`src/include/lsu_defines.svh`:
```
// Sizing macros for the address stage; LSU_CNT_LEN must hold values up to LSU_IQ_DEPTH
`ifndef LSU_DEFINES_SVH
`define LSU_DEFINES_SVH

// --------------------------------------------------
// Datapath widths
// --------------------------------------------------

// Data and address width of the core
`define LSU_XLEN 64

// Width of a load/store buffer index
`define LSU_IDX_LEN 3

// --------------------------------------------------
// Flow control sizing
// --------------------------------------------------

// Issue queue slots, equal to the upstream credit count
`define LSU_IQ_DEPTH 4

// Downstream credits held after reset
`define LSU_OUT_CREDITS 2

// Credit and occupancy counter width
// Wide enough for LSU_IQ_DEPTH and LSU_OUT_CREDITS
`define LSU_CNT_LEN 3

`endif
```
`src/design/lsu_pkg.sv`:
```
// Load/store request and result types; widths follow lsu_defines.svh, enum encodings are fixed
`include "lsu_defines.svh"

package lsu_pkg;

    // --------------------------------------------------
    // Operand and index vectors
    // --------------------------------------------------

    // Register operands, immediates and virtual addresses
    typedef logic [`LSU_XLEN-1:0] xlen_word_t;

    // Slot index in the load/store buffer
    typedef logic [`LSU_IDX_LEN-1:0] lsb_idx_t;

    // --------------------------------------------------
    // Access type
    // --------------------------------------------------

    // Size and sign extension of the memory access
    // _U variants are zero extended loads
    typedef enum logic [2:0] {
        BYTE       = 3'd0,
        BYTE_U     = 3'd1,
        HALFWORD   = 3'd2,
        HALFWORD_U = 3'd3,
        WORD       = 3'd4,
        WORD_U     = 3'd5,
        DOUBLEWORD = 3'd6
    } ldst_type_t;

    // --------------------------------------------------
    // Address exceptions
    // --------------------------------------------------

    // Misalignment has priority over the page fault
    typedef enum logic [1:0] {
        NO_EXCEPT    = 2'd0,
        ALIGN_EXCEPT = 2'd1,
        PAGE_EXCEPT  = 2'd2
    } vadder_except_t;

    // --------------------------------------------------
    // Control FSM
    // --------------------------------------------------

    // RUN issues requests, REFILL returns flushed credits
    typedef enum logic {
        RUN    = 1'b0,
        REFILL = 1'b1
    } agu_ctrl_state_t;

endpackage

```
`src/design/csr_pkg.sv`:
```
// Only the satp MODE field is described; MODE encodings other than BARE, SV39, SV48 are unsupported
package csr_pkg;

    // --------------------------------------------------
    // satp register fields
    // --------------------------------------------------

    // Width of the MODE field in satp (RV64)
    localparam int SATP_MODE_LEN = 4;

    // Translation modes as encoded in satp.MODE
    // Values 1-7 are reserved, 10 and up are other schemes
    typedef enum logic [SATP_MODE_LEN-1:0] {
        BARE = 4'd0,
        SV39 = 4'd8,
        SV48 = 4'd9
    } satp_mode_t;

endpackage

```
`src/design/lsu_agu_top.sv`:
```
// Upstream starts with LSU_IQ_DEPTH credits; results are pulses that the consumer cannot stall
`include "lsu_defines.svh"

module lsu_agu_top (
    input  logic                    clk_i,
    input  logic                    rst_n_i,
    input  logic                    flush_i,
    input  csr_pkg::satp_mode_t     vm_mode_i,
    input  logic                    req_valid_i,
    input  logic                    is_store_i,
    input  lsu_pkg::xlen_word_t     rs1_value_i,
    input  lsu_pkg::xlen_word_t     imm_value_i,
    input  lsu_pkg::ldst_type_t     ldst_type_i,
    input  lsu_pkg::lsb_idx_t       lsb_idx_i,
    output logic                    credit_o,
    input  logic                    out_credit_i,
    output logic                    res_valid_o,
    output lsu_pkg::xlen_word_t     vaddr_o,
    output lsu_pkg::vadder_except_t except_o,
    output logic                    is_store_o,
    output lsu_pkg::lsb_idx_t       lsb_idx_o
);

    import lsu_pkg::*;

    // Queue head
    logic       head_is_store;
    xlen_word_t head_rs1_value;
    xlen_word_t head_imm_value;
    ldst_type_t head_ldst_type;
    lsb_idx_t   head_lsb_idx;

    // Control
    logic                    iq_empty;
    logic [`LSU_CNT_LEN-1:0] iq_count;
    logic                    issue;

    // --------------------------------------------------
    // Issue queue
    // --------------------------------------------------
    lsu_issue_queue u_issue_queue (
        .clk_i       (clk_i),
        .rst_n_i     (rst_n_i),
        .flush_i     (flush_i),
        .push_i      (req_valid_i),
        .pop_i       (issue),
        .is_store_i  (is_store_i),
        .rs1_value_i (rs1_value_i),
        .imm_value_i (imm_value_i),
        .ldst_type_i (ldst_type_i),
        .lsb_idx_i   (lsb_idx_i),
        .is_store_o  (head_is_store),
        .rs1_value_o (head_rs1_value),
        .imm_value_o (head_imm_value),
        .ldst_type_o (head_ldst_type),
        .lsb_idx_o   (head_lsb_idx),
        .empty_o     (iq_empty),
        .count_o     (iq_count)
    );

    // --------------------------------------------------
    // Address adder
    // --------------------------------------------------
    vaddr_adder u_vaddr_adder (
        .clk_i       (clk_i),
        .rst_n_i     (rst_n_i),
        .flush_i     (flush_i),
        .load_i      (issue),
        .vm_mode_i   (vm_mode_i),
        .is_store_i  (head_is_store),
        .rs1_value_i (head_rs1_value),
        .imm_value_i (head_imm_value),
        .ldst_type_i (head_ldst_type),
        .lsb_idx_i   (head_lsb_idx),
        .res_valid_o (res_valid_o),
        .is_store_o  (is_store_o),
        .vaddr_o     (vaddr_o),
        .lsb_idx_o   (lsb_idx_o),
        .except_o    (except_o)
    );

    // --------------------------------------------------
    // Credit and issue control
    // --------------------------------------------------
    lsu_agu_ctrl u_agu_ctrl (
        .clk_i        (clk_i),
        .rst_n_i      (rst_n_i),
        .flush_i      (flush_i),
        .empty_i      (iq_empty),
        .count_i      (iq_count),
        .res_valid_i  (res_valid_o),
        .out_credit_i (out_credit_i),
        .issue_o      (issue),
        .credit_o     (credit_o)
    );

endmodule

```
`src/design/lsu_agu_ctrl.sv`:
```
// Consumer must accept every result and return at most LSU_OUT_CREDITS credits in flight
`include "lsu_defines.svh"

module lsu_agu_ctrl (
    input  logic                    clk_i,
    input  logic                    rst_n_i,
    input  logic                    flush_i,
    input  logic                    empty_i,
    input  logic [`LSU_CNT_LEN-1:0] count_i,
    input  logic                    res_valid_i,
    input  logic                    out_credit_i,
    output logic                    issue_o,
    output logic                    credit_o
);

    import lsu_pkg::*;

    localparam int CNT_W = `LSU_CNT_LEN;

    agu_ctrl_state_t  state_q, state_d;
    logic [CNT_W-1:0] refill_q, refill_d;
    logic [CNT_W-1:0] out_cnt_q, out_cnt_d;
    logic             refill_active;

    assign refill_active = (state_q == REFILL);

    // --------------------------------------------------
    // Issue and upstream credit return
    // --------------------------------------------------

    // Needs a queued entry and a downstream credit
    assign issue_o = !empty_i && (out_cnt_q != '0) && !refill_active && !flush_i;

    // One credit per dequeue, or one per refill cycle
    assign credit_o = issue_o || refill_active;

    // --------------------------------------------------
    // Downstream credit counter
    // --------------------------------------------------
    always_comb begin : out_cnt_next
        out_cnt_d = out_cnt_q;
        if (out_credit_i) begin
            out_cnt_d = out_cnt_d + 1'b1;
        end
        if (issue_o) begin
            out_cnt_d = out_cnt_d - 1'b1;
        end
        // Flushed result never reaches the consumer
        if (flush_i && res_valid_i) begin
            out_cnt_d = out_cnt_d + 1'b1;
        end
    end

    // --------------------------------------------------
    // RUN/REFILL FSM
    // --------------------------------------------------
    always_comb begin : fsm_next
        state_d  = state_q;
        refill_d = refill_q;
        if (flush_i) begin
            // Flushed entries join any refill still pending
            refill_d = refill_q - CNT_W'(refill_active) + count_i;
            state_d  = (refill_d != '0) ? REFILL : RUN;
        end else if (refill_active) begin
            refill_d = refill_q - 1'b1;
            if (refill_q == CNT_W'(1)) begin
                state_d = RUN;
            end
        end
    end

    always_ff @(posedge clk_i or negedge rst_n_i) begin : ctrl_regs
        if (!rst_n_i) begin
            state_q   <= RUN;
            refill_q  <= '0;
            out_cnt_q <= CNT_W'(`LSU_OUT_CREDITS);
        end else begin
            state_q   <= state_d;
            refill_q  <= refill_d;
            out_cnt_q <= out_cnt_d;
        end
    end

    // --------------------------------------------------
    // Assertions
    // --------------------------------------------------

    // Consumer never returns more than it was given
    a_out_cnt_max : assert property (@(posedge clk_i) disable iff (!rst_n_i)
        out_cnt_q <= CNT_W'(`LSU_OUT_CREDITS))
        else $error("downstream credit overflow");

    // Flush of a non-empty queue blocks issue on the next cycle
    a_no_issue_refill : assert property (@(posedge clk_i) disable iff (!rst_n_i)
        (flush_i && (count_i != '0)) |=> !issue_o)
        else $error("issue during credit refill");

endmodule

```
`src/design/vaddr_adder.sv`:
```
// Result fields are valid only while res_valid_o is high; canonical check assumes a 64-bit address
module vaddr_adder (
    input  logic                    clk_i,
    input  logic                    rst_n_i,
    input  logic                    flush_i,
    input  logic                    load_i,
    input  csr_pkg::satp_mode_t     vm_mode_i,
    input  logic                    is_store_i,
    input  lsu_pkg::xlen_word_t     rs1_value_i,
    input  lsu_pkg::xlen_word_t     imm_value_i,
    input  lsu_pkg::ldst_type_t     ldst_type_i,
    input  lsu_pkg::lsb_idx_t       lsb_idx_i,
    output logic                    res_valid_o,
    output logic                    is_store_o,
    output lsu_pkg::xlen_word_t     vaddr_o,
    output lsu_pkg::lsb_idx_t       lsb_idx_o,
    output lsu_pkg::vadder_except_t except_o
);

    import csr_pkg::*;
    import lsu_pkg::*;

    // Registered request
    logic       valid_q;
    xlen_word_t rs1_value_q;
    xlen_word_t imm_value_q;
    ldst_type_t ldst_type_q;
    satp_mode_t vm_mode_q;

    // Exception flags before priority
    logic align_except;
    logic pfault_except;

    // --------------------------------------------------
    // Input register
    // --------------------------------------------------

    // Valid lasts one cycle per load, flush kills it
    always_ff @(posedge clk_i or negedge rst_n_i) begin : valid_reg
        if (!rst_n_i) begin
            valid_q <= 1'b0;
        end else if (flush_i) begin
            valid_q <= 1'b0;
        end else begin
            valid_q <= load_i;
        end
    end

    // Payload, mode sampled together with the request
    always_ff @(posedge clk_i) begin : payload_reg
        if (load_i) begin
            is_store_o  <= is_store_i;
            rs1_value_q <= rs1_value_i;
            imm_value_q <= imm_value_i;
            ldst_type_q <= ldst_type_i;
            lsb_idx_o   <= lsb_idx_i;
            vm_mode_q   <= vm_mode_i;
        end
    end

    assign res_valid_o = valid_q;

    // --------------------------------------------------
    // Address sum, wraps modulo 2^64
    // --------------------------------------------------
    assign vaddr_o = rs1_value_q + imm_value_q;

    // --------------------------------------------------
    // Exception classification
    // --------------------------------------------------
    always_comb begin : except_check
        // Upper bits must replicate the top VA bit of the mode
        case (vm_mode_q)
            SV39:    pfault_except = (vaddr_o[63:39] != {25{vaddr_o[38]}});
            SV48:    pfault_except = (vaddr_o[63:48] != {16{vaddr_o[47]}});
            default: pfault_except = 1'b0;
        endcase

        // Natural alignment by access size
        case (ldst_type_q)
            HALFWORD, HALFWORD_U: align_except = vaddr_o[0];
            WORD, WORD_U:         align_except = (vaddr_o[1:0] != 2'b00);
            DOUBLEWORD:           align_except = (vaddr_o[2:0] != 3'b000);
            default:              align_except = 1'b0;
        endcase

        // Misaligned wins over page fault
        if (align_except) begin
            except_o = ALIGN_EXCEPT;
        end else if (pfault_except) begin
            except_o = PAGE_EXCEPT;
        end else begin
            except_o = NO_EXCEPT;
        end
    end

    // --------------------------------------------------
    // Assertions
    // --------------------------------------------------

    // Byte access without translation is always legal
    a_bare_byte_ok : assert property (@(posedge clk_i) disable iff (!rst_n_i)
        (res_valid_o && (vm_mode_q == BARE) && (ldst_type_q inside {BYTE, BYTE_U}))
        |-> (except_o == NO_EXCEPT))
        else $error("exception on bare byte access");

endmodule

```
`src/design/lsu_issue_queue.sv`:
```
// Upstream must hold a credit per push and must not push in a flush cycle; no full flag exists
`include "lsu_defines.svh"

module lsu_issue_queue (
    input  logic                     clk_i,
    input  logic                     rst_n_i,
    input  logic                     flush_i,
    input  logic                     push_i,
    input  logic                     pop_i,
    input  logic                     is_store_i,
    input  lsu_pkg::xlen_word_t      rs1_value_i,
    input  lsu_pkg::xlen_word_t      imm_value_i,
    input  lsu_pkg::ldst_type_t      ldst_type_i,
    input  lsu_pkg::lsb_idx_t        lsb_idx_i,
    output logic                     is_store_o,
    output lsu_pkg::xlen_word_t      rs1_value_o,
    output lsu_pkg::xlen_word_t      imm_value_o,
    output lsu_pkg::ldst_type_t      ldst_type_o,
    output lsu_pkg::lsb_idx_t        lsb_idx_o,
    output logic                     empty_o,
    output logic [`LSU_CNT_LEN-1:0]  count_o
);

    import lsu_pkg::*;

    localparam int PTR_W = $clog2(`LSU_IQ_DEPTH);
    localparam int CNT_W = `LSU_CNT_LEN;

    // Slot storage
    logic       is_store_mem  [`LSU_IQ_DEPTH];
    xlen_word_t rs1_value_mem [`LSU_IQ_DEPTH];
    xlen_word_t imm_value_mem [`LSU_IQ_DEPTH];
    ldst_type_t ldst_type_mem [`LSU_IQ_DEPTH];
    lsb_idx_t   lsb_idx_mem   [`LSU_IQ_DEPTH];

    logic [PTR_W-1:0] wr_ptr_q;
    logic [PTR_W-1:0] rd_ptr_q;
    logic [CNT_W-1:0] count_q;

    // Pointer increment with wrap at the last slot
    function automatic logic [PTR_W-1:0] next_ptr(input logic [PTR_W-1:0] ptr);
        if (ptr == PTR_W'(`LSU_IQ_DEPTH - 1)) begin
            return '0;
        end
        return ptr + 1'b1;
    endfunction

    // --------------------------------------------------
    // Pointers and occupancy
    // --------------------------------------------------
    always_ff @(posedge clk_i or negedge rst_n_i) begin : ptr_regs
        if (!rst_n_i) begin
            wr_ptr_q <= '0;
            rd_ptr_q <= '0;
            count_q  <= '0;
        end else if (flush_i) begin
            // Drop every pending entry
            wr_ptr_q <= '0;
            rd_ptr_q <= '0;
            count_q  <= '0;
        end else begin
            if (push_i) begin
                wr_ptr_q <= next_ptr(wr_ptr_q);
            end
            if (pop_i) begin
                rd_ptr_q <= next_ptr(rd_ptr_q);
            end
            case ({push_i, pop_i})
                2'b10:   count_q <= count_q + 1'b1;
                2'b01:   count_q <= count_q - 1'b1;
                default: count_q <= count_q;
            endcase
        end
    end

    // --------------------------------------------------
    // Slot write
    // --------------------------------------------------
    always_ff @(posedge clk_i) begin : slot_write
        if (push_i) begin
            is_store_mem[wr_ptr_q]  <= is_store_i;
            rs1_value_mem[wr_ptr_q] <= rs1_value_i;
            imm_value_mem[wr_ptr_q] <= imm_value_i;
            ldst_type_mem[wr_ptr_q] <= ldst_type_i;
            lsb_idx_mem[wr_ptr_q]   <= lsb_idx_i;
        end
    end

    // Head of the queue, valid while not empty
    assign is_store_o  = is_store_mem[rd_ptr_q];
    assign rs1_value_o = rs1_value_mem[rd_ptr_q];
    assign imm_value_o = imm_value_mem[rd_ptr_q];
    assign ldst_type_o = ldst_type_mem[rd_ptr_q];
    assign lsb_idx_o   = lsb_idx_mem[rd_ptr_q];

    assign empty_o = (count_q == '0);
    assign count_o = count_q;

    // --------------------------------------------------
    // Assertions
    // --------------------------------------------------

    // Upstream credits keep pushes away from a full queue
    a_no_push_full : assert property (@(posedge clk_i) disable iff (!rst_n_i)
        push_i |-> (count_q != CNT_W'(`LSU_IQ_DEPTH)))
        else $error("issue queue push while full");

    // Control only issues from a non-empty queue
    a_no_pop_empty : assert property (@(posedge clk_i) disable iff (!rst_n_i)
        pop_i |-> !empty_o)
        else $error("issue queue pop while empty");

endmodule

```
`config.mk`:
```
export PLATFORM = sky130hd
export DESIGN_NAME = lsu_agu_top
export DESIGN_NICKNAME = d
export VERILOG_FILES = /design/src/design/lsu_pkg.sv /design/src/design/csr_pkg.sv /design/src/design/lsu_agu_top.sv /design/src/design/lsu_agu_ctrl.sv /design/src/design/vaddr_adder.sv /design/src/design/lsu_issue_queue.sv
export VERILOG_INCLUDE_DIRS = /design/src /design/src/include
export SDC_FILE = /design/constraint.sdc
export NUM_CORES = 1
export LEC_CHECK = 0
export BUFFER_PORTS_ARGS = -buffer_cell sky130_fd_sc_hd__buf_2
export CAP_MARGIN = 20
export CORE_MARGIN = 2
export CORE_UTILIZATION = 25
export DETAILED_ROUTE_END_ITERATION = 12
export PLACE_DENSITY = 0.46
export REMOVE_ABC_BUFFERS = 1
export SYNTH_ARGS = -nofsm -noshare
export SYNTH_HDL_FRONTEND = slang
export SYNTH_HIERARCHICAL = 1
export SYNTH_SLANG_ARGS = --single-unit
```
`constraint.sdc`:
```
create_clock -name clk_i -period 8.2 [get_ports clk_i]
set_clock_uncertainty 0.05 [all_clocks]
set_input_delay 0.41 -clock clk_i [delete_from_list [all_inputs] [get_ports clk_i]]
set_output_delay 0.41 -clock clk_i [all_outputs]
set_load 0.02 [all_outputs]
```
==> results.md <==
* Vias at about 16000
* DP Wirelength at between 40 and 50 mm
* # rows at roughly 120
* Min-delay src: flush_i
* Simple-Gate Fraction of Synth Area at 0.0411
* Worst Reg-to-Reg Cells at 6
* Port Buffer Count at roughly 220
* Post-synthesis compound-gate area fraction at 0.0548
* Rel. slew slack at 0.307
* Largest family of logic cells by synthesized area: multiplexers
* CTS max path bufs at 3
* Clock Sinks at around 690
* Dominant synthesized flop cell: edfxtp_1
* Post-Syn Instances at ~1600
* Total power at just under 0.009 W
* Slowest CP cell: a21oi_1
* Post-place instance area at ~0.032 mm^2
* Core ar. at approximately 0.11 mm^2
* Synth Area in XOR/XNOR at 0.0229
* Crit path required time at 7.74 ns
* Setup TNS at 0 ns
* CTS tree: yes
* Max-cap viol count at 0
* Max incr delay on CP at approximately 0.47 ns
* Final hold violations at 0
* Maximum VDD drop at around 130 uV
* R2R setup slack at approximately 4.7 ns
* Cell area after synthesis at 0.0287 mm^2
* Root Buffer: clkbuf_16
* Largest net degree at the start of global routing at between 100 and 150
* Routed WL at between 70 and 80 mm
* P per Cell Area at between 200 and 250 mW/mm^2
* Hold endpoint: u_vaddr_adder/res_valid_o$_DFF_PN0_
* Clk_lat worst skew at around 0.61 ns
* Initial core utilization at 0.252
* Asr flop ratio synth at 0.0216
* IO Count at ~220
* Worst setup SP type: register
* Worst r2r src: u_agu_ctrl/out_cnt_q[1]$_DFF_PN1_
* Vias in the first global route at 16300
* # DRC at 0
* Initial drt markers at 1120
* Post-synthesis mux area share at 0.109
* Synth cell types at 75
* Die area at ~0.12 mm^2
* Worst-path cell chain: ha_1 > fa_1 > a211oi_1 > o211ai_1 > a21oi_1 > o22ai_1 > o21ai_0 > nor2b_1 > o21ai_0 > xnor2_1 > and4_1 > a32oi_1 > a2111oi_2 > a211oi_1 > buf_2
* Clk slew on worst S/H paths at 0.06 ns
* Vias/cell at roughly 4.4
* Syn_area_per_cell at between 15 and 20 um^2
* Number of CTS-inserted buffers at 73
* Post-Synth Adder-Cell Area at 0.0356
* Synth Warn # at 6
* Pins Over Slew Limit at 0
* FF-to-FF End: u_vaddr_adder/rs1_value_q[60]$_DFFE_PP_
* Die Height at ~340 um
* First-pass GRT wire length at around 110 mm
* Post-route clock period utilization at 0.718
* Post-layout net count at between 2000 and 2500
* Crit Path Class: reg -> out
* Die Width at between 300 and 400 um
* Hold path cells at 2
* Unrepaired setup endpoints after global routing: no
* Worst Hold Class: in -> reg
* Grt ovf at 0
* Setup violations, final at 0
* Initial antenna violation count at 10
* Final Instance Area at approximately 0.035 mm^2
* Sequential-to-total area share from yosys stat at 0.722
* Layout cells sized above 1 at 0.246
* CTS H-Tree Depth at 3
* Status: finished, final reports clean
* Drt wl/cell at roughly 21 um
* DRT Pass-1 Iters at 5
* Final ANT Viol Nets at 0
* Seq cells post-synth at ~690
* Tmin final at around 6 ns
* GP Congestion at between 0.8 and 0.9
* Worst EP arrival at about 5.4 ns
* Crit end category: output pin
* Pleak at between 10 and 15 nW
* Tightest Pin Transition at ~1.0 ns
* Highest Clock Rate at between 0.15 and 0.2 GHz
* Max FO, Critical Path at 4
* Global Route Usage Sum at 0.124
* Post-synth EDFFs at a little under 700
* Layout area overhead at 23.0%
* Postcts setup bufs at 0
## registers in the layout, indices dropped and copies added, names as in the netlist, 2 cells and up
name	flops
u_vaddr_adder/lsb_idx_o	3
u_vaddr_adder/ldst_type_q	3
u_issue_queue/count_o	3
u_agu_ctrl/out_cnt_q	3
u_vaddr_adder/vm_mode_q	4
u_issue_queue/imm_value_mem	256
u_vaddr_adder/imm_value_q	64
u_issue_queue/rd_ptr_q	2
u_issue_queue/is_store_mem	4
u_issue_queue/rs1_value_mem	256
u_agu_ctrl/refill_q	3
u_issue_queue/wr_ptr_q	2
u_vaddr_adder/rs1_value_q	64
u_issue_queue/lsb_idx_mem	12
u_issue_queue/ldst_type_mem	12
## cells in the final DEF, fill, tap and decap left out, types with 8 or more instances in the layout
cell and n:
edfxtp_1 679, buf_2 215, dlygate4sd3_1 140, mux4_2 135
a21oi_1 90, nand2_1 78, ha_1 77, clkbuf_16 74
o21ai_0 54, nor2_1 45, xnor2_1 40, xor2_1 30
inv_1 28, nand4_1 25, nand3_1 19, clkinv_1 17
nor3_1 17, a21o_1 17, dfrtp_1 12, buf_4 12
o21a_1 12, clkinv_2 11, o21bai_1 10, or3_1 10
bufinv_16 8, a31oi_1 8
## cell usage after synthesis, types with 4 or more instances
cell | n | area [um^2]
xor2_1 | 30 | 263
nor4_1 | 7 | 43.8
nand2_1 | 78 | 293
o21a_1 | 12 | 90.1
a21o_1 | 17 | 128
nor3_1 | 17 | 85.1
buf_6 | 10 | 113
nor2_1 | 45 | 169
buf_2 | 14 | 70.1
and2_1 | 6 | 37.5
inv_1 | 28 | 105
xnor2_1 | 40 | 350
o21bai_1 | 10 | 75.1
nand3_1 | 19 | 95.1
a31oi_1 | 8 | 50.1
ha_1 | 77 | 963
nand4_1 | 25 | 156
o21ai_0 | 54 | 270
mux2i_1 | 6 | 60.1
or3_1 | 10 | 62.6
or4_1 | 4 | 30.0
nand2b_1 | 5 | 31.3
dfrtp_1 | 14 | 350
clkbuf_1 | 15 | 56.3
mux4_2 | 135 | 3040
nor2b_1 | 4 | 25.0
and4_1 | 4 | 35.0
o211ai_1 | 6 | 45.0
buf_4 | 8 | 60.1
a21oi_1 | 90 | 450
o22ai_1 | 4 | 25.0
edfxtp_1 | 679 | 20400
## repair_timing
item | CTS | global route
gates resized for setup | 0 | 0
hold buffers | 140 | 0
endpoints found under the hold margin | 559 | 0
## power by group
| group | switching, W | internal, W | leakage, nW |
|---|---|---|---|
| Clock | 0.00133 | 0.00193 | 1.16 |
| Sequential | 0.0000710 | 0.00413 | 6.40 |
| Combinational | 0.000793 | 0.000483 | 4.16 |
## worst max-delay path by stage
| stage | startpoint | end | slack (ns) | cells after the start |
|---|---|---|---|---|
| finish | u_vaddr_adder/rs1_value_q[0]$_DFFE_PP_ | except_o[1] | 2.31 | 15 |
| global route | u_vaddr_adder/rs1_value_q[0]$_DFFE_PP_ | except_o[1] | 2.08 | 15 |
| CTS | u_vaddr_adder/rs1_value_q[0]$_DFFE_PP_ | except_o[1] | 2.36 | 15 |
| detailed placement | u_vaddr_adder/rs1_value_q[0]$_DFFE_PP_ | except_o[1] | 3.06 | 15 |
| global placement | u_vaddr_adder/rs1_value_q[0]$_DFFE_PP_ | except_o[1] | 3.05 | 15 |
| floorplan | u_issue_queue/rd_ptr_q[0]$_DFFE_PN0P_ | u_issue_queue/rd_ptr_q[0]$_DFFE_PN0P_ | 1.96 | 4 |
## cell type report
| type | instances | area, um^2 |
|---|---|---|
| well taps | 1512 | 1890 |
| clock inverters | 48 | 467 |
| flip-flops and latches | 694 | 20800 |
| repair buffers | 369 | 2610 |
| multi-input cells | 782 | 7570 |
| clock buffers | 83 | 1910 |
| fillers | 11300 | 78800 |
| diodes | 6 | 15.0 |
| inverters | 29 | 109 |
## metal layers
metal | track usage | share of wire
met1 | 0.163 | 0.44
met2 | 0.204 | 0.48
met3 | 0.0267 | 0.053
met4 | 0.0396 | 0.025
met5 | 0 | 0.00076
## critical path: cells and delay by family (launching register included)
family          cells  cell delay (ns)
compound gates      9             2.70
simple gates        2             0.63
xor+xnor            1             0.19
flops               1             0.37
buf+inv             1             0.26
fa+ha+maj           2             0.68
## cell families after synthesis
| family | after synthesis |
|---|---|
| adder cells (fa/ha/maj) | 80 |
| flip-flops | 694 |
| multiplexers | 143 |
| AND/OR/NAND/NOR | 238 |
| AO/OA/AOI/OAI | 249 |
| XOR/XNOR | 72 |
| buffers and inverters | 78 |
## per-stage QoR
step,hold WS (ns),setup slack [ns],utilization,std cells
6_report,0.178,2.31,0.309,3523
5_1_grt,0.165,2.08,0.309,3520
4_1_cts,0.140,2.36,0.309,3517
3_5_place_dp,0.300,3.06,0.276,3246
3_3_place_gp,0.289,3.05,0.276,3246
2_1_floorplan,0.0644,1.96,-,1505
No activity file was read; power rests on OpenSTA's default activity.
